--- src/common/dext_pkg.sv ---
// data external access types
package dext_pkg;

  ////////////////////
  // widths
  ////////////////////

  localparam int XLEN = 32;   // data and address width, lane logic assumes 32

  typedef logic [XLEN-1:0]   xdata_t;  // one data word
  typedef logic [XLEN-1:0]   addr_t;   // byte address
  typedef logic [XLEN/8-1:0] be_t;     // byte enables, one per lane

  ////////////////////
  // encodings
  ////////////////////

  // access size
  typedef enum logic [1:0] {
    BYTE = 2'b00,
    HALF = 2'b01,
    WORD = 2'b10
  } biu_size_t;

  // strobe state of dext_ctrl
  typedef enum logic {
    IDLE = 1'b0,  // nothing pending
    HOLD = 1'b1   // strobe held, waiting for stb_ack
  } dext_state_t;

  ////////////////////
  // memory map
  ////////////////////

  // first address outside physical memory
  localparam addr_t MEM_LIMIT = 32'h0000_4000;

endpackage

--- src/common/biu_if.sv ---
// ctrl to bus unit link
`timescale 1ns/1ps

interface biu_if;

  // request side, driven by dext_ctrl
  logic                stb;      // access strobe
  dext_pkg::addr_t     adr;      // byte address
  dext_pkg::biu_size_t size;     // transfer size
  logic                we;       // write enable
  dext_pkg::xdata_t    d;        // lane-placed store data

  // response side, driven by biu_pipe
  logic                stb_ack;  // access accepted this cycle
  dext_pkg::xdata_t    q;        // load data, valid with ack
  logic                ack;      // one per access, in order
  logic                err;      // error instead of ack

  modport ctrl (
    output stb,
    output adr,
    output size,
    output we,
    output d,
    input  stb_ack,
    input  q,
    input  ack,
    input  err
  );

  modport pipe (
    input  stb,
    input  adr,
    input  size,
    input  we,
    input  d,
    output stb_ack,
    output q,
    output ack,
    output err
  );

endinterface

--- src/lsu_adapter.sv ---
// load/store lane adapter
`timescale 1ns/1ps

module lsu_adapter #(
  parameter int DEPTH = 2                   // accesses in flight
) (
  input  logic                clk_i,
  input  logic                rst_ni,
  input  logic                clr_i,        // flush pending attributes

  input  logic                mem_req_i,
  input  dext_pkg::addr_t     mem_adr_i,
  input  dext_pkg::biu_size_t mem_size_i,
  input  logic                mem_signed_i,
  input  logic                mem_we_i,
  input  dext_pkg::xdata_t    mem_d_i,

  input  logic                adr_ack_i,    // access accepted
  input  logic                rsp_ack_i,    // unflushed response
  input  logic                rsp_err_i,
  input  dext_pkg::xdata_t    rsp_q_i,

  output dext_pkg::xdata_t    lane_d_o,     // store data on its lanes
  output dext_pkg::xdata_t    mem_q_o       // aligned, extended load data
);

  localparam int PTR_W = (DEPTH > 1) ? $clog2(DEPTH) : 1;

  // attribute queue, one entry per accepted access
  logic [1:0]          off_q  [DEPTH];
  dext_pkg::biu_size_t size_q [DEPTH];
  logic                sgn_q  [DEPTH];
  logic                we_q   [DEPTH];
  logic [PTR_W-1:0]    wr_ptr_q, rd_ptr_q;

  logic                push, pop;
  dext_pkg::xdata_t    shifted;

  ////////////////////
  // store lanes
  ////////////////////

  always_comb
  begin
    unique case (mem_size_i)
      dext_pkg::BYTE: lane_d_o = {4{mem_d_i[7:0]}};   // every byte lane
      dext_pkg::HALF: lane_d_o = {2{mem_d_i[15:0]}};  // both half lanes
      default:        lane_d_o = mem_d_i;
    endcase
  end

  ////////////////////
  // attribute fifo
  ////////////////////

  assign push = adr_ack_i & mem_req_i;       // cpu inputs stable until accept
  assign pop  = rsp_ack_i | rsp_err_i;

  always_ff @(posedge clk_i)
  begin
    if (push)
    begin
      off_q[wr_ptr_q]  <= mem_adr_i[1:0];
      size_q[wr_ptr_q] <= mem_size_i;
      sgn_q[wr_ptr_q]  <= mem_signed_i;
      we_q[wr_ptr_q]   <= mem_we_i;
    end
  end

  always_ff @(posedge clk_i or negedge rst_ni)
  begin
    if (!rst_ni)
    begin
      wr_ptr_q <= '0;
      rd_ptr_q <= '0;
    end
    else if (clr_i)
    begin
      wr_ptr_q <= '0;                        // drop everything queued
      rd_ptr_q <= '0;
    end
    else
    begin
      if (push)
        wr_ptr_q <= (wr_ptr_q == PTR_W'(DEPTH-1)) ? '0 : wr_ptr_q + PTR_W'(1);
      if (pop)
        rd_ptr_q <= (rd_ptr_q == PTR_W'(DEPTH-1)) ? '0 : rd_ptr_q + PTR_W'(1);
    end
  end

  ////////////////////
  // load extract
  ////////////////////

  assign shifted = rsp_q_i >> {off_q[rd_ptr_q], 3'b000};  // selected lane to bit 0

  always_comb
  begin
    if (we_q[rd_ptr_q])
      mem_q_o = '0;                          // stores return no data
    else
      unique case (size_q[rd_ptr_q])
        dext_pkg::BYTE: mem_q_o = {{24{sgn_q[rd_ptr_q] & shifted[7]}}, shifted[7:0]};
        dext_pkg::HALF: mem_q_o = {{16{sgn_q[rd_ptr_q] & shifted[15]}}, shifted[15:0]};
        default:        mem_q_o = shifted;
      endcase
  end

endmodule

--- src/dext/dext_ctrl.sv ---
// data external access control
`timescale 1ns/1ps

module dext_ctrl #(
  parameter int DEPTH = 2                      // accesses in flight
) (
  input  logic                clk_i,
  input  logic                rst_ni,
  input  logic                clr_i,           // flush

  // cpu side
  input  logic                mem_req_i,
  input  dext_pkg::addr_t     mem_adr_i,
  input  dext_pkg::biu_size_t mem_size_i,
  input  logic                mem_we_i,
  input  dext_pkg::xdata_t    mem_d_i,         // already lane-placed
  output logic                mem_adr_ack_o,   // address phase accepted
  output logic                mem_ack_o,       // data phase done
  output logic                mem_err_o,       // data phase error
  output dext_pkg::xdata_t    mem_q_o,

  // bus unit side
  biu_if.ctrl                 bus
);

  localparam int CNT_W = $clog2(DEPTH + 1);

  dext_pkg::dext_state_t state_q, state_d;

  // held request, payload only
  dext_pkg::addr_t       hold_adr_q;
  dext_pkg::biu_size_t   hold_size_q;
  logic                  hold_we_q;
  dext_pkg::xdata_t      hold_d_q;

  logic [CNT_W-1:0]      inflight_q;       // accepted, not yet answered
  logic [CNT_W-1:0]      discard_q;        // flushed responses still to drop
  logic                  rsp;

  assign rsp = bus.ack | bus.err;

  ////////////////////
  // strobe fsm
  ////////////////////

  always_comb
  begin
    state_d = state_q;
    unique case (state_q)
      dext_pkg::IDLE:
        if (mem_req_i && !clr_i && !bus.stb_ack) state_d = dext_pkg::HOLD;
      dext_pkg::HOLD:
        if (clr_i || bus.stb_ack) state_d = dext_pkg::IDLE;
      default: state_d = dext_pkg::IDLE;
    endcase
  end

  always_ff @(posedge clk_i or negedge rst_ni)
  begin
    if (!rst_ni) state_q <= dext_pkg::IDLE;
    else         state_q <= state_d;
  end

  // capture on the first strobe cycle only, keeps attributes stable
  always_ff @(posedge clk_i)
  begin
    if (state_q == dext_pkg::IDLE && mem_req_i)
    begin
      hold_adr_q  <= mem_adr_i;
      hold_size_q <= mem_size_i;
      hold_we_q   <= mem_we_i;
      hold_d_q    <= mem_d_i;
    end
  end

  assign bus.stb  = (mem_req_i | (state_q == dext_pkg::HOLD)) & ~clr_i;
  assign bus.adr  = (state_q == dext_pkg::HOLD) ? hold_adr_q  : mem_adr_i;
  assign bus.size = (state_q == dext_pkg::HOLD) ? hold_size_q : mem_size_i;
  assign bus.we   = (state_q == dext_pkg::HOLD) ? hold_we_q   : mem_we_i;
  assign bus.d    = (state_q == dext_pkg::HOLD) ? hold_d_q    : mem_d_i;

  ////////////////////
  // in-flight count
  ////////////////////

  always_ff @(posedge clk_i or negedge rst_ni)
  begin
    if (!rst_ni)
      inflight_q <= '0;
    else
      unique case ({bus.stb_ack, rsp})
        2'b10:   inflight_q <= inflight_q + CNT_W'(1);
        2'b01:   inflight_q <= inflight_q - CNT_W'(1);
        default: ;                           // none, or one in and one out
      endcase
  end

  // flush: everything in flight now gets dropped when it returns
  always_ff @(posedge clk_i or negedge rst_ni)
  begin
    if (!rst_ni)
      discard_q <= '0;
    else if (clr_i)
      discard_q <= (rsp && |inflight_q) ? inflight_q - CNT_W'(1) : inflight_q;
    else if (|discard_q && rsp)
      discard_q <= discard_q - CNT_W'(1);
  end

  ////////////////////
  // cpu responses
  ////////////////////

  assign mem_adr_ack_o = bus.stb_ack;
  assign mem_q_o       = bus.q;
  assign mem_ack_o     = bus.ack & ~clr_i & ~|discard_q;  // drop flushed
  assign mem_err_o     = bus.err & ~clr_i & ~|discard_q;

endmodule

--- src/biu/biu_pipe.sv ---
// pipelined bus interface unit
`timescale 1ns/1ps

module biu_pipe #(
  parameter int DEPTH = 2                     // accesses in flight
) (
  input  logic             clk_i,
  input  logic             rst_ni,

  biu_if.pipe              bus,

  // external bus
  output logic             ext_req_o,
  input  logic             ext_gnt_i,
  output dext_pkg::addr_t  ext_adr_o,
  output logic             ext_we_o,
  output dext_pkg::be_t    ext_be_o,
  output dext_pkg::xdata_t ext_wdata_o,
  input  logic             ext_rvalid_i,      // one per issue, in order
  input  dext_pkg::xdata_t ext_rdata_i,
  input  logic             ext_err_i
);

  localparam int PTR_W = (DEPTH > 1) ? $clog2(DEPTH) : 1;
  localparam int CNT_W = $clog2(DEPTH + 1);

  logic             lerr_q [DEPTH];           // 1: answered locally with err
  logic [PTR_W-1:0] wr_ptr_q, rd_ptr_q;
  logic [CNT_W-1:0] cnt_q;

  logic             in_bound, room, empty;
  logic             push, pop, head_lerr;

  ////////////////////
  // issue
  ////////////////////

  assign in_bound = bus.adr < dext_pkg::MEM_LIMIT;
  assign room     = cnt_q < CNT_W'(DEPTH);
  assign empty    = cnt_q == '0;

  // out of bound waits for an empty queue, its error then can't meet a bus response
  assign bus.stb_ack = bus.stb & room & (in_bound ? ext_gnt_i : empty);
  assign ext_req_o   = bus.stb & room & in_bound;

  always_comb
  begin
    unique case (bus.size)
      dext_pkg::BYTE: ext_be_o = 4'b0001 << bus.adr[1:0];
      dext_pkg::HALF: ext_be_o = bus.adr[1] ? 4'b1100 : 4'b0011;
      default:        ext_be_o = 4'b1111;
    endcase
  end

  assign ext_adr_o   = bus.adr;
  assign ext_we_o    = bus.we;
  assign ext_wdata_o = bus.d;

  ////////////////////
  // response order
  ////////////////////

  assign push      = bus.stb_ack;
  assign head_lerr = ~empty & lerr_q[rd_ptr_q];
  assign pop       = head_lerr | (~empty & ext_rvalid_i);

  always_ff @(posedge clk_i)
    if (push) lerr_q[wr_ptr_q] <= ~in_bound;

  always_ff @(posedge clk_i or negedge rst_ni)
  begin
    if (!rst_ni)
    begin
      wr_ptr_q <= '0;
      rd_ptr_q <= '0;
      cnt_q    <= '0;
    end
    else
    begin
      if (push)
        wr_ptr_q <= (wr_ptr_q == PTR_W'(DEPTH-1)) ? '0 : wr_ptr_q + PTR_W'(1);
      if (pop)
        rd_ptr_q <= (rd_ptr_q == PTR_W'(DEPTH-1)) ? '0 : rd_ptr_q + PTR_W'(1);
      unique case ({push, pop})
        2'b10:   cnt_q <= cnt_q + CNT_W'(1);
        2'b01:   cnt_q <= cnt_q - CNT_W'(1);
        default: ;
      endcase
    end
  end

  assign bus.q   = ext_rdata_i;
  assign bus.ack = ~empty & ~head_lerr & ext_rvalid_i & ~ext_err_i;
  assign bus.err = head_lerr | (~empty & ext_rvalid_i & ext_err_i);  // local or bus

endmodule

--- src/dext_top.sv ---
// data external access top
`timescale 1ns/1ps

module dext_top #(
  parameter int DEPTH = 2                     // accesses in flight
) (
  input  logic                clk_i,
  input  logic                rst_ni,
  input  logic                clr_i,

  // cpu side
  input  logic                mem_req_i,
  input  dext_pkg::addr_t     mem_adr_i,
  input  dext_pkg::biu_size_t mem_size_i,
  input  logic                mem_signed_i,
  input  logic                mem_we_i,
  input  dext_pkg::xdata_t    mem_d_i,
  output logic                mem_adr_ack_o,
  output logic                mem_ack_o,
  output logic                mem_err_o,
  output dext_pkg::xdata_t    mem_q_o,

  // external bus
  output logic                ext_req_o,
  input  logic                ext_gnt_i,
  output dext_pkg::addr_t     ext_adr_o,
  output logic                ext_we_o,
  output dext_pkg::be_t       ext_be_o,
  output dext_pkg::xdata_t    ext_wdata_o,
  input  logic                ext_rvalid_i,
  input  dext_pkg::xdata_t    ext_rdata_i,
  input  logic                ext_err_i
);

  dext_pkg::xdata_t lane_d;    // store data after lane placement
  dext_pkg::xdata_t rsp_q;     // raw bus word back to the adapter

  biu_if bus_if ();

  lsu_adapter #(.DEPTH(DEPTH)) lsu_adapter_inst (
    .clk_i, .rst_ni, .clr_i,
    .mem_req_i, .mem_adr_i, .mem_size_i, .mem_signed_i, .mem_we_i, .mem_d_i,
    .adr_ack_i (mem_adr_ack_o),
    .rsp_ack_i (mem_ack_o),
    .rsp_err_i (mem_err_o),
    .rsp_q_i   (rsp_q),
    .lane_d_o  (lane_d),
    .mem_q_o
  );

  dext_ctrl #(.DEPTH(DEPTH)) dext_ctrl_inst (
    .clk_i, .rst_ni, .clr_i,
    .mem_req_i, .mem_adr_i, .mem_size_i, .mem_we_i,
    .mem_d_i   (lane_d),
    .mem_adr_ack_o, .mem_ack_o, .mem_err_o,
    .mem_q_o   (rsp_q),
    .bus       (bus_if.ctrl)
  );

  biu_pipe #(.DEPTH(DEPTH)) biu_pipe_inst (
    .clk_i, .rst_ni,
    .bus       (bus_if.pipe),
    .ext_req_o, .ext_gnt_i, .ext_adr_o, .ext_we_o, .ext_be_o, .ext_wdata_o,
    .ext_rvalid_i, .ext_rdata_i, .ext_err_i
  );

endmodule

--- config.mk ---
export PLATFORM = sky130hd
export DESIGN_NAME = dext_top
export DESIGN_NICKNAME = d
export VERILOG_FILES = /design/src/common/dext_pkg.sv /design/src/common/biu_if.sv /design/src/lsu_adapter.sv /design/src/dext/dext_ctrl.sv /design/src/biu/biu_pipe.sv /design/src/dext_top.sv
export SDC_FILE = /design/constraint.sdc
export NUM_CORES = 1
export LEC_CHECK = 0
export ABC_AREA = 1
export BUFFER_PORTS_ARGS = -buffer_cell sky130_fd_sc_hd__clkbuf_2
export CAP_MARGIN = 20
export CORE_UTILIZATION = 50
export DETAILED_ROUTE_END_ITERATION = 8
export GPL_TIMING_DRIVEN = 0
export PLACE_DENSITY = 0.84
export SLEW_MARGIN = 20
export SYNTH_ARGS = -nofsm -noshare
export SYNTH_HDL_FRONTEND = slang
export SYNTH_HIERARCHICAL = 1
export SYNTH_SLANG_ARGS = --single-unit
--- constraint.sdc ---
create_clock -name clk_i -period 5.3 [get_ports clk_i]
set_clock_uncertainty 0.2 [all_clocks]
set_input_delay 0.265 -clock clk_i [delete_from_list [all_inputs] [get_ports clk_i]]
set_output_delay 0.265 -clock clk_i [all_outputs]
set_load 0.02 [all_outputs]
==> flow_summary.ini, run 1 <==
[outcome]
status = finished, final reports clean

[synth]
synth_area_um2 = 6610
synthCells = 858
synth_edf_count = 81
yosys-top-cells-area = edfxtp_1 (37%), nand2_1 (20%), buf_4 (16%), dfrtp_1 (4.2%), inv_1 (3.2%)
yosys_warnings = 6
synth-seq-cells = 92
synth_top_family_by_area = simple AND/OR/NAND/NOR gates
yosys.area_share.xor_xnor = 0.00663
synth_top_area_share = 0.368
ys_types = 36
avgSynthCellArea_um2 = 7.70
syn_nets = 969
synth_compound_area_frac = 0.0563
ys.flop_type = edfxtp_1
yosysMostFrequentCell = nand2_1
synthTopCellsByCount = nand2_1 (354), buf_4 (140), edfxtp_1 (81)
ys_seq_area_frac = 0.410
synth_mux_area_frac = 0.00170
synth_top_area_cell = edfxtp_1
synth-adder-area-share = 0.00758
async_flop_share = 0.120
synth-simple-area-share = 0.295

[final_layout]
fillers = 1012
nets = 1196
multi_input_area_um2 = 2430
fin_cells = 1261
final-seq-area_um2 = 2710
drive_gt1_frac = 0.359
antenna_cells = 0
area_growth_pct = 27.5

[cts]
insertion_delay_ps = 340
cts_tree = yes
cts-root-buf = clkbuf_16
clk_pin_slew_ps = 60
post_cts_buffers = 0
h-tree-depth = 3
clkSinkCount = 92
numCtsBuffers = 9
clock_path_buffers = 2
post_cts_resized = 0

[place]
place_inst = 1211
hpwl_um = 12800
portBuffers = 179
place_congestion = 0.916

[hold_path]
hp-class = in2reg

[critical_path]
slowest_stage = nor2_1
end_kind = register
critPathKind = reg2reg
crit_chain = buf_4 -> buf_2 -> nand2_1 -> nand2_1 -> nor2_1 -> nand2_4 -> nor2_8 -> nand3_4 -> nand2_2 -> nand3_2 -> inv_1 -> buf_4 -> nand2_1 -> nor2_1
critPathLaunchType = register
cp_slowest_stage_delay_ps = 430
critical_path.most_common_cell = nand2_1
cp.required_ps = 5070
crit_arrival_ps = 2740
path_max_fanout = 10

[sta]
worst_slew_pin_slew_ps = 804
post-route-period-util = 0.559
setup_viol = 0
setup_tns_ps = 0
hold_viol_final = 0
max_freq_ghz = 0.337
period_needed_ps = 2960
rsz0062_at_grt = no
finalMaxSlewViolations = 0
slew_headroom = 0.463

[power_and_ir_drop]
power_density_nw_per_um2 = 342
irDropWorstVdd_mv = 0.234
p_leak_nw = 4.51

[routing]
drt_iter0_drc = 622
route.vias.total = 6339
wirelength_um = 18900
firstDrtPassIters = 5
wire_per_inst_um = 14.9
drtAntennaViolNets = 0
viasPerCell = 5.03
drc_errors = 0

[global_routing]
grt_max_degree = 26
antenna_found_initial = 0
grt_first_pass_wirelength_um = 29700
grt_pass1_vias = 6225
track_usage = 0.283
grt_remaining_overflow = 0

[job]
maxCapViolCount = 0

[die]
io_pins = 212
chipHeight_um = 117
core_area_um2 = 12800
die_w_um = 117
start_util = 0.517
dieArea_um2 = 13700
rows = 41
[registers in the layout (all words and copies together) (netlist names), 4 cells and up]
name	cells
lsu_adapter_inst/size_q	4
dext_ctrl_inst/hold_d_q	32
dext_ctrl_inst/hold_adr_q	32
lsu_adapter_inst/off_q	4
[per-layer routing]
layer  global-route usage  vias to the layer above  share of wire
met1                0.327                     2841           0.38
met2                0.512                      389           0.50
li1                     -                     3049              -
met4                0.110                        0          0.033
met5                    0                        -              0
met3               0.0608                       60          0.091
[final timing paths]
| kind | start | to | slack, ps | cells past startpoint |
|---|---|---|---|---|
| hold reg to reg | biu_pipe_inst/rd_ptr_q$_DFFE_PN0P_ | biu_pipe_inst/rd_ptr_q$_DFFE_PN0P_ | 300 | 1 |
| setup reg to reg | dext_ctrl_inst/state_q$_DFF_PN0_ | lsu_adapter_inst/off_q[1][0]$_DFFE_PP_ | 2340 | 14 |
| setup / recovery | dext_ctrl_inst/state_q$_DFF_PN0_ | lsu_adapter_inst/off_q[1][0]$_DFFE_PP_ | 2340 | 14 |
| min in group asynchronous | rst_ni | dext_ctrl_inst/discard_q[1]$_DFFE_PN0P_ | 130 | 2 |
| hold / removal | mem_size_i[1] | dext_ctrl_inst/hold_size_q[1]$_DFFE_PP_ | 20 | 1 |
| max in group asynchronous | rst_ni | lsu_adapter_inst/wr_ptr_q$_DFFE_PN0P_ | 4530 | 2 |
[logic make-up (layout without fill, tap and decap cells)]
| group | Yosys count | in the layout |
|---|---|---|
| and+or+nand+nor | 457 | 457 |
| buffers and inverters | 233 | 464 |
| DFF | 92 | 92 |
| AOI/OAI and AO/OA | 66 | 66 |
| xor gates and xnor gates | 5 | 5 |
| adders and majority gates | 4 | 4 |
| muxes | 1 | 1 |
[where the power goes]
part	internal [W]	switching [W]	leakage, nW
clock network	0.000389	0.000263	0.146
registers	0.000882	0.0000393	0.900
logic	0.000506	0.000805	3.46
[timing repair]
item                       in CTS  in global routing
hold endpoints to repair       52                  0
setup endpoints to repair       0                  0
hold buffers                   35                  0
[layout by cell type, fill, tap and decap left out, types with 2 or more instances in the layout]
| cell type | count |
|---|---|
| nand3_4 | 3 |
| nand2_1 | 354 |
| clkbuf_8 | 2 |
| nor2_8 | 2 |
| clkbuf_2 | 179 |
| o211ai_1 | 8 |
| a21oi_1 | 34 |
| buf_2 | 17 |
| o21ai_0 | 15 |
| nand2_4 | 3 |
| nor2_4 | 2 |
| a211oi_1 | 7 |
| nor3_1 | 6 |
| ha_1 | 4 |
| clkbuf_16 | 9 |
| inv_2 | 4 |
| buf_6 | 7 |
| dlygate4sd3_1 | 35 |
| buf_16 | 2 |
| inv_1 | 56 |
| dfrtp_1 | 11 |
| nand3_1 | 40 |
| clkbuf_1 | 9 |
| nand3_2 | 3 |
| edfxtp_1 | 81 |
| buf_4 | 140 |
| nand2_2 | 10 |
| xnor2_1 | 4 |
| nor2_1 | 28 |
[layout make-up]
cell class | count | share of cell area
Sequential cell | 92 | 0.321
Timing Repair Buffer | 216 | 0.154
Buffer | 171 | 0.147
Clock inverter | 2 | 0.00416
Multi-Input combinational cell | 533 | 0.288
Tap cell | 172 | 0.0255
Clock buffer | 13 | 0.0309
Inverter | 62 | 0.0279
[critical path, delay by kind of cell, from the launching register on]
kind,cells,cell delay [ps]
buffers and inverters,4,560
flip-flops,1,370
AND/OR/NAND/NOR,10,1460
[per-stage QoR]
step	cell area, um^2	total power [W]	utilization	hold WS [ps]	setup WS (ps)
after floorplan	6610	0.00185	-	-231	1130
after detailed placement	7780	0.00219	0.609	-36.6	2430
final	8430	0.00288	0.660	20.8	2340
after CTS	8430	0.00286	0.660	3.12	2400
after global placement	7720	0.00215	0.604	-34.3	-216
after global routing	8430	0.00304	0.660	18.1	2150
Note: power is estimated with default switching activity, not from simulation.
==> inputs of run 2 (changes only) <==
--- a/config.mk
+++ b/config.mk
@@ -8,10 +8,10 @@
 export ABC_AREA = 1
 export BUFFER_PORTS_ARGS = -buffer_cell sky130_fd_sc_hd__clkbuf_2
 export CAP_MARGIN = 20
-export CORE_UTILIZATION = 50
+export CORE_UTILIZATION = 47
 export DETAILED_ROUTE_END_ITERATION = 8
 export GPL_TIMING_DRIVEN = 0
-export PLACE_DENSITY = 0.84
+export PLACE_DENSITY = 0.83
 export SLEW_MARGIN = 20
 export SYNTH_ARGS = -nofsm -noshare
 export SYNTH_HDL_FRONTEND = slang
==> constraint.sdc (replaced) <==
create_clock -name clk_i -period 2.7 [get_ports clk_i]
set_clock_uncertainty 0.2 [all_clocks]
set_input_delay 0.135 -clock clk_i [delete_from_list [all_inputs] [get_ports clk_i]]
set_output_delay 0.135 -clock clk_i [all_outputs]
set_load 0.02 [all_outputs]
==> run 2 against run 1 <==
Register-to-register slack got worse by 2300 ps. Routed wire length up 14%. Maximum frequency up 12%. Final cell count increased by 3.4%. Core utilization about the same. Global-route usage rose by 0.99 points. Total power grew 100%. First-iteration DRC count is 23% higher. Critical path depth increased by 2. Worst setup slack got worse by 2300 ps. Clock power is 87% higher. Critical path type unchanged.
==> flow_summary.ini, run 2 (synthesis gave the netlist of run 1 again) <==
[outcome]
status = finished, final reports clean

[cts]
cts_tree = yes
numCtsBuffers = 9
clock_path_buffers = 2
cts-root-buf = clkbuf_16
clk_pin_slew_ps = 70
insertion_delay_ps = 350
clkSinkCount = 92
h-tree-depth = 3

[sta]
hold_viol_final = 0
worst_slew_pin_slew_ps = 754
finalMaxSlewViolations = 0
setup_slack_ps = 43.0
max_freq_ghz = 0.376
period_needed_ps = 2660
holdWs_ps = 3.80
slew_headroom = 0.496
setup_tns_ps = 0
post-route-period-util = 0.984
setup_viol = 0

[global_routing]
track_usage = 0.293
grt_max_degree = 28
grt_first_pass_wirelength_um = 33000
antenna_found_initial = 0
grt_remaining_overflow = 0
grt_pass1_vias = 6555

[final_layout]
final_cell_mix = nand2_1 (349), clkbuf_2 (179), buf_4 (141)
top_regs = dext_ctrl_inst/hold_adr_q: 32 flops, dext_ctrl_inst/hold_d_q: 32 flops
area_growth_pct = 34.4
antenna_cells = 0
drive_gt1_frac = 0.363
nets = 1234
layout_commonest_cell = nand2_1

[die]
rows = 42
dieArea_um2 = 14500
chipHeight_um = 121
core_area_um2 = 13500
die_w_um = 121
io_pins = 212
start_util = 0.491

[place]
hpwl_um = 12700
portBuffers = 179
dpl_worst_slack_ps = -250
place_congestion = 0.948

[routing]
drt_iter0_drc = 762
viasPerCell = 5.19
drc_errors = 0
wirelength_um = 21500
wire_per_inst_um = 16.5
drtAntennaViolNets = 0
route.vias.total = 6770
firstDrtPassIters = 6

[critical_path]
crit_arrival_ps = 2670
critPathLaunchType = register
cp_slowest_stage_delay_ps = 370
path_max_fanout = 10
critPathKind = reg2reg
critical_path.most_common_cell = nand2_1
crit_chain = buf_6 -> buf_4 -> buf_6 -> nand2_1 -> nand2_1 -> nor2_1 -> nand2_2 -> nor2_8 -> nand3_4 -> nand2_4 -> nand3_4 -> inv_2 -> inv_1 -> ha_1 -> nand2_1 -> o21ai_0
cp.required_ps = 2710
end_kind = register
slowest_stage = dfrtp_1

[hold_path]
hp-class = in2async

[job]
maxCapViolCount = 0

[power_and_ir_drop]
irDropWorstVdd_mv = 0.475
p_leak_nw = 4.67
power_w = 0.00576
power_density_nw_per_um2 = 648
[run 2: cell types whose count changed in the layout (fill, tap and decap cells not counted), moves of 2 or more]
cell,before,now
dlygate4sd3_1,35,71
nor2_1,28,20
nor2_2,1,7
nand2_1,354,349
nand2_2,10,13
buf_6,7,9
clkbuf_1,9,7
nand2_4,3,5
nor2_4,2,4
[run 2: through the flow]
step,utilization,cell area [um^2],std cells
finish,0.660,8880,1304
global route,0.660,8880,1304
CTS,0.654,8790,1302
detailed placement,0.578,7780,1215
global placement,0.575,7730,1213
floorplan,-,6610,858
[run 2: path summary, 6_finish.rpt]
kind                       cells after the start                                  endpoint                          startpoint  slack [ps]
max reg2reg                                   16  dext_ctrl_inst/inflight_q[1]$_DFFE_PN0P_    dext_ctrl_inst/state_q$_DFF_PN0_          40
max in group asynchronous                      2  dext_ctrl_inst/inflight_q[0]$_DFFE_PN0P_                              rst_ni        2060
max                                           16  dext_ctrl_inst/inflight_q[1]$_DFFE_PN0P_    dext_ctrl_inst/state_q$_DFF_PN0_          40
min                                            2        biu_pipe_inst/cnt_q[0]$_DFFE_PN0P_                              rst_ni           4
min reg2reg                                    1        biu_pipe_inst/rd_ptr_q$_DFFE_PN0P_  biu_pipe_inst/rd_ptr_q$_DFFE_PN0P_         300
min in group clk_i                             3      dext_ctrl_inst/hold_d_q[8]$_DFFE_PP_                          mem_d_i[8]          20
[run 2: layout make-up]
| cell class | count | area, um^2 |
|---|---|---|
| Sequential cell | 92 | 2710 |
| Clock buffer | 12 | 256 |
| Multi-Input combinational cell | 533 | 2510 |
| Buffer | 170 | 1240 |
| Tap cell | 176 | 220 |
| Inverter | 62 | 235 |
| Clock inverter | 4 | 25.0 |
| Fill cell | 1023 | 4580 |
| Timing Repair Buffer | 255 | 1680 |
[run 2: power by group]
group / internal (W) / leakage (nW) / switching (W)
sequential: 0.00173 / 0.900 / 0.0000810
clock: 0.000672 / 0.136 / 0.000548
combinational: 0.00105 / 3.64 / 0.00167
total: 0.00346 / 4.67 / 0.00230
[run 2: routing by layer]
layer | vias up | part of all wire | GRT usage
met1 | 3021 | 0.36 | 0.336
met2 | 527 | 0.49 | 0.511
met5 | - | 0 | 0
met3 | 95 | 0.11 | 0.0679
met4 | 0 | 0.046 | 0.143
li1 | 3127 | - | -
[run 2: what timing repair did]
action | in CTS | in global routing
pin swaps | 1 | 9
setup endpoints to repair | 15 | 27
gates resized for setup | 7 | 21
endpoints found under the hold margin | 88 | 0
buffers inserted | 0 | 3
hold buffers | 71 | 0
[run 2: critical path, delay by kind of cell (launching register included)]
family,cells,cell delay [ps]
buffers and inverters,5,530
adders and majority gates,1,340
and+or+nand+nor,9,960
AOI/OAI and AO/OA,1,100
DFF,1,370
==> inputs of run 3 (changes only) <==
--- a/config.mk
+++ b/config.mk
@@ -6,7 +6,8 @@
 export NUM_CORES = 1
 export LEC_CHECK = 0
 export ABC_AREA = 1
-export BUFFER_PORTS_ARGS = -buffer_cell sky130_fd_sc_hd__clkbuf_2
+export ABC_CLOCK_PERIOD_IN_PS = 2700
+export BUFFER_PORTS_ARGS = -buffer_cell sky130_fd_sc_hd__buf_4
 export CAP_MARGIN = 20
 export CORE_UTILIZATION = 47
 export DETAILED_ROUTE_END_ITERATION = 8
==> run 3 against run 2 <==
The run now ends with negative setup slack left. Largest power group unchanged. First-iteration DRC count rose by 22%. Sequential power barely moved. Clock power barely moved. Non-clock buffer count rose by 1. Design area rose by 5.0%. Sequential cell count did not move.
==> flow_summary.ini, run 3 (synthesis gave the netlist of run 1 again) <==
[power_and_ir_drop]
power_w = 0.00604
switching_share = 0.392
intPower_w = 0.00368
clockPowerShare = 0.208
irDropWorstVdd_mv = 0.457
p_leak_nw = 4.79
power.switching_w = 0.00237
combPwrFrac = 0.491
power_frac_seq = 0.301
power_density_nw_per_um2 = 648

[sta]
slew_headroom = 0.553
setup_slack_ps = -167
hold_viol_final = 0
worst_slew_pin_slew_ps = 669
setup_viol = 15
max_freq_ghz = 0.349
finalMaxSlewViolations = 0
period_needed_ps = 2870
post-route-period-util = 1.06

[hold_path]
hp-start = mem_d_i[12]
hp-class = in2reg

[routing]
drt_iter0_drc = 929
viasPerCell = 5.42
wirelength_um = 23900
firstDrtPassIters = 6
route.vias.total = 7079
drtAntennaViolNets = 0
wire_per_inst_um = 18.3
drc_errors = 0

[cts]
clkSinkCount = 92
clk_pin_slew_ps = 70
h-tree-depth = 3
cts-root-buf = clkbuf_16
cts_tree = yes
clock_path_buffers = 2
numCtsBuffers = 9
insertion_delay_ps = 350

[outcome]
violations = negative setup slack
status = finished, violations left

[final_layout]
layout_commonest_cell = nand2_1
top_regs = dext_ctrl_inst/hold_adr_q: 32 flops, dext_ctrl_inst/hold_d_q: 32 flops
final_area_um2 = 9330
multi_input_area_um2 = 2490
area_growth_pct = 41.2
nets = 1235
final_cell_mix = nand2_1 (347), buf_4 (320), edfxtp_1 (81)
postLayoutCoreUtil = 0.693
drive_gt1_frac = 0.363
final-seq-area_um2 = 2710
fillers = 936

[die]
core_area_um2 = 13500
dieArea_um2 = 14500
die_w_um = 121
rows = 42
chipHeight_um = 121
start_util = 0.491
io_pins = 212

[place]
place_congestion = 0.902
dpl_cell_area_um2 = 8230
portBuffers = 179
hpwl_um = 13100
dpl_worst_slack_ps = -177

[job]
maxCapViolCount = 0

[global_routing]
grt_pass1_vias = 6535
grt_remaining_overflow = 0
grt_first_pass_wirelength_um = 32400
antenna_found_initial = 1
grt_max_degree = 26
track_usage = 0.288

[critical_path]
critPathLaunchType = register
critPathKind = reg2reg
crit_chain = buf_6 -> inv_4 -> buf_2 -> nand2_1 -> nand2_1 -> nor2_1 -> nand2_2 -> nor2_8 -> nand3_4 -> nand2_2 -> nand3_4 -> ha_1 -> a21oi_1 -> o21ai_0 -> xnor2_1
slowest_stage = dfrtp_1
cp.required_ps = 2720
end_kind = register
r2r_start = dext_ctrl_inst/state_q$_DFF_PN0_
startpoint = dext_ctrl_inst/state_q$_DFF_PN0_
cp_slowest_stage_delay_ps = 360
crit_arrival_ps = 2890
path_max_fanout = 10
## run 3: cell count changes in the layout (fill, tap and decap cells not counted), moves of 2 or more
cell,delta
nand2_4,-2
buf_4,+179
nand2_1,-2
clkbuf_2,-178
buf_6,-3
clkbuf_8,-2
nand2_2,+4
## run 3: final cells by class
cell class	instances	share of cell area
clock inverters	6	0.00590
flip-flops and latches	92	0.290
repair buffers	255	0.228
well taps	176	0.0236
multi-input cells	533	0.267
clock buffers	10	0.0246
inverters	62	0.0252
plain buffers	171	0.135
diodes	1	0.000268
## run 3: power groups by stage
| stage | clock, W | combinational [W] | sequential [W] |
|---|---|---|---|
| 2_1_floorplan | 0 | 0.00181 | 0.00182 |
| 3_3_place_gp | 0 | 0.00260 | 0.00183 |
| 3_5_place_dp | 0 | 0.00266 | 0.00183 |
| 4_1_cts | 0.00124 | 0.00276 | 0.00180 |
| 5_1_grt | 0.00131 | 0.00317 | 0.00183 |
| 6_report | 0.00125 | 0.00297 | 0.00182 |
## run 3: worst paths after layout
| check | end | slack [ps] | cells after the start |
|---|---|---|---|
| min in group asynchronous | biu_pipe_inst/wr_ptr_q$_DFFE_PN0P_ | 660 | 3 |
| max in group asynchronous | dext_ctrl_inst/inflight_q[0]$_DFFE_PN0P_ | 1260 | 3 |
| worst min register to register | biu_pipe_inst/rd_ptr_q$_DFFE_PN0P_ | 290 | 1 |
| worst max-delay path | biu_pipe_inst/cnt_q[1]$_DFFE_PN0P_ | -170 | 15 |
| worst min-delay path | dext_ctrl_inst/hold_d_q[28]$_DFFE_PP_ | 50 | 3 |
| worst max register to register | biu_pipe_inst/cnt_q[1]$_DFFE_PN0P_ | -170 | 15 |
## run 3: stage by stage
stage,hold slack [ps],instances,TNS (ps)
final,52.0,1306,-1080
after global routing,55.7,1306,-2300
after CTS,16.9,1303,-651
after detailed placement,-218,1215,-2050
after global placement,-217,1213,-8120
after floorplan,-361,858,0
## run 3: critical path, delay by kind of cell (launching register included)
family                   cells  cell delay (ps)
AO/OA/AOI/OAI                2              320
XOR/XNOR                     1              160
adder cells (fa/ha/maj)      1              350
buffers and inverters        3              380
flip-flops                   1              360
AND/OR/NAND/NOR              8              960
## run 3: repair_timing
action                     in CTS  in global routing
hold endpoints to repair       96                  0
setup endpoints to repair      13                 27
hold buffers                   72                  0
resized for setup               2                 24
gates cloned                    0                  0
pin swaps                       0                  7
buffers inserted                0                  2
## run 3: metal layers
layer,vias to the layer above,part of all wire,global-route usage,routed length (um)
met3,134,0.12,0.0689,2890
met2,620,0.47,0.497,11300
met4,0,0.054,0.141,1280
met5,-,0,0,0
li1,3120,-,-,-
met1,3205,0.35,0.335,8410
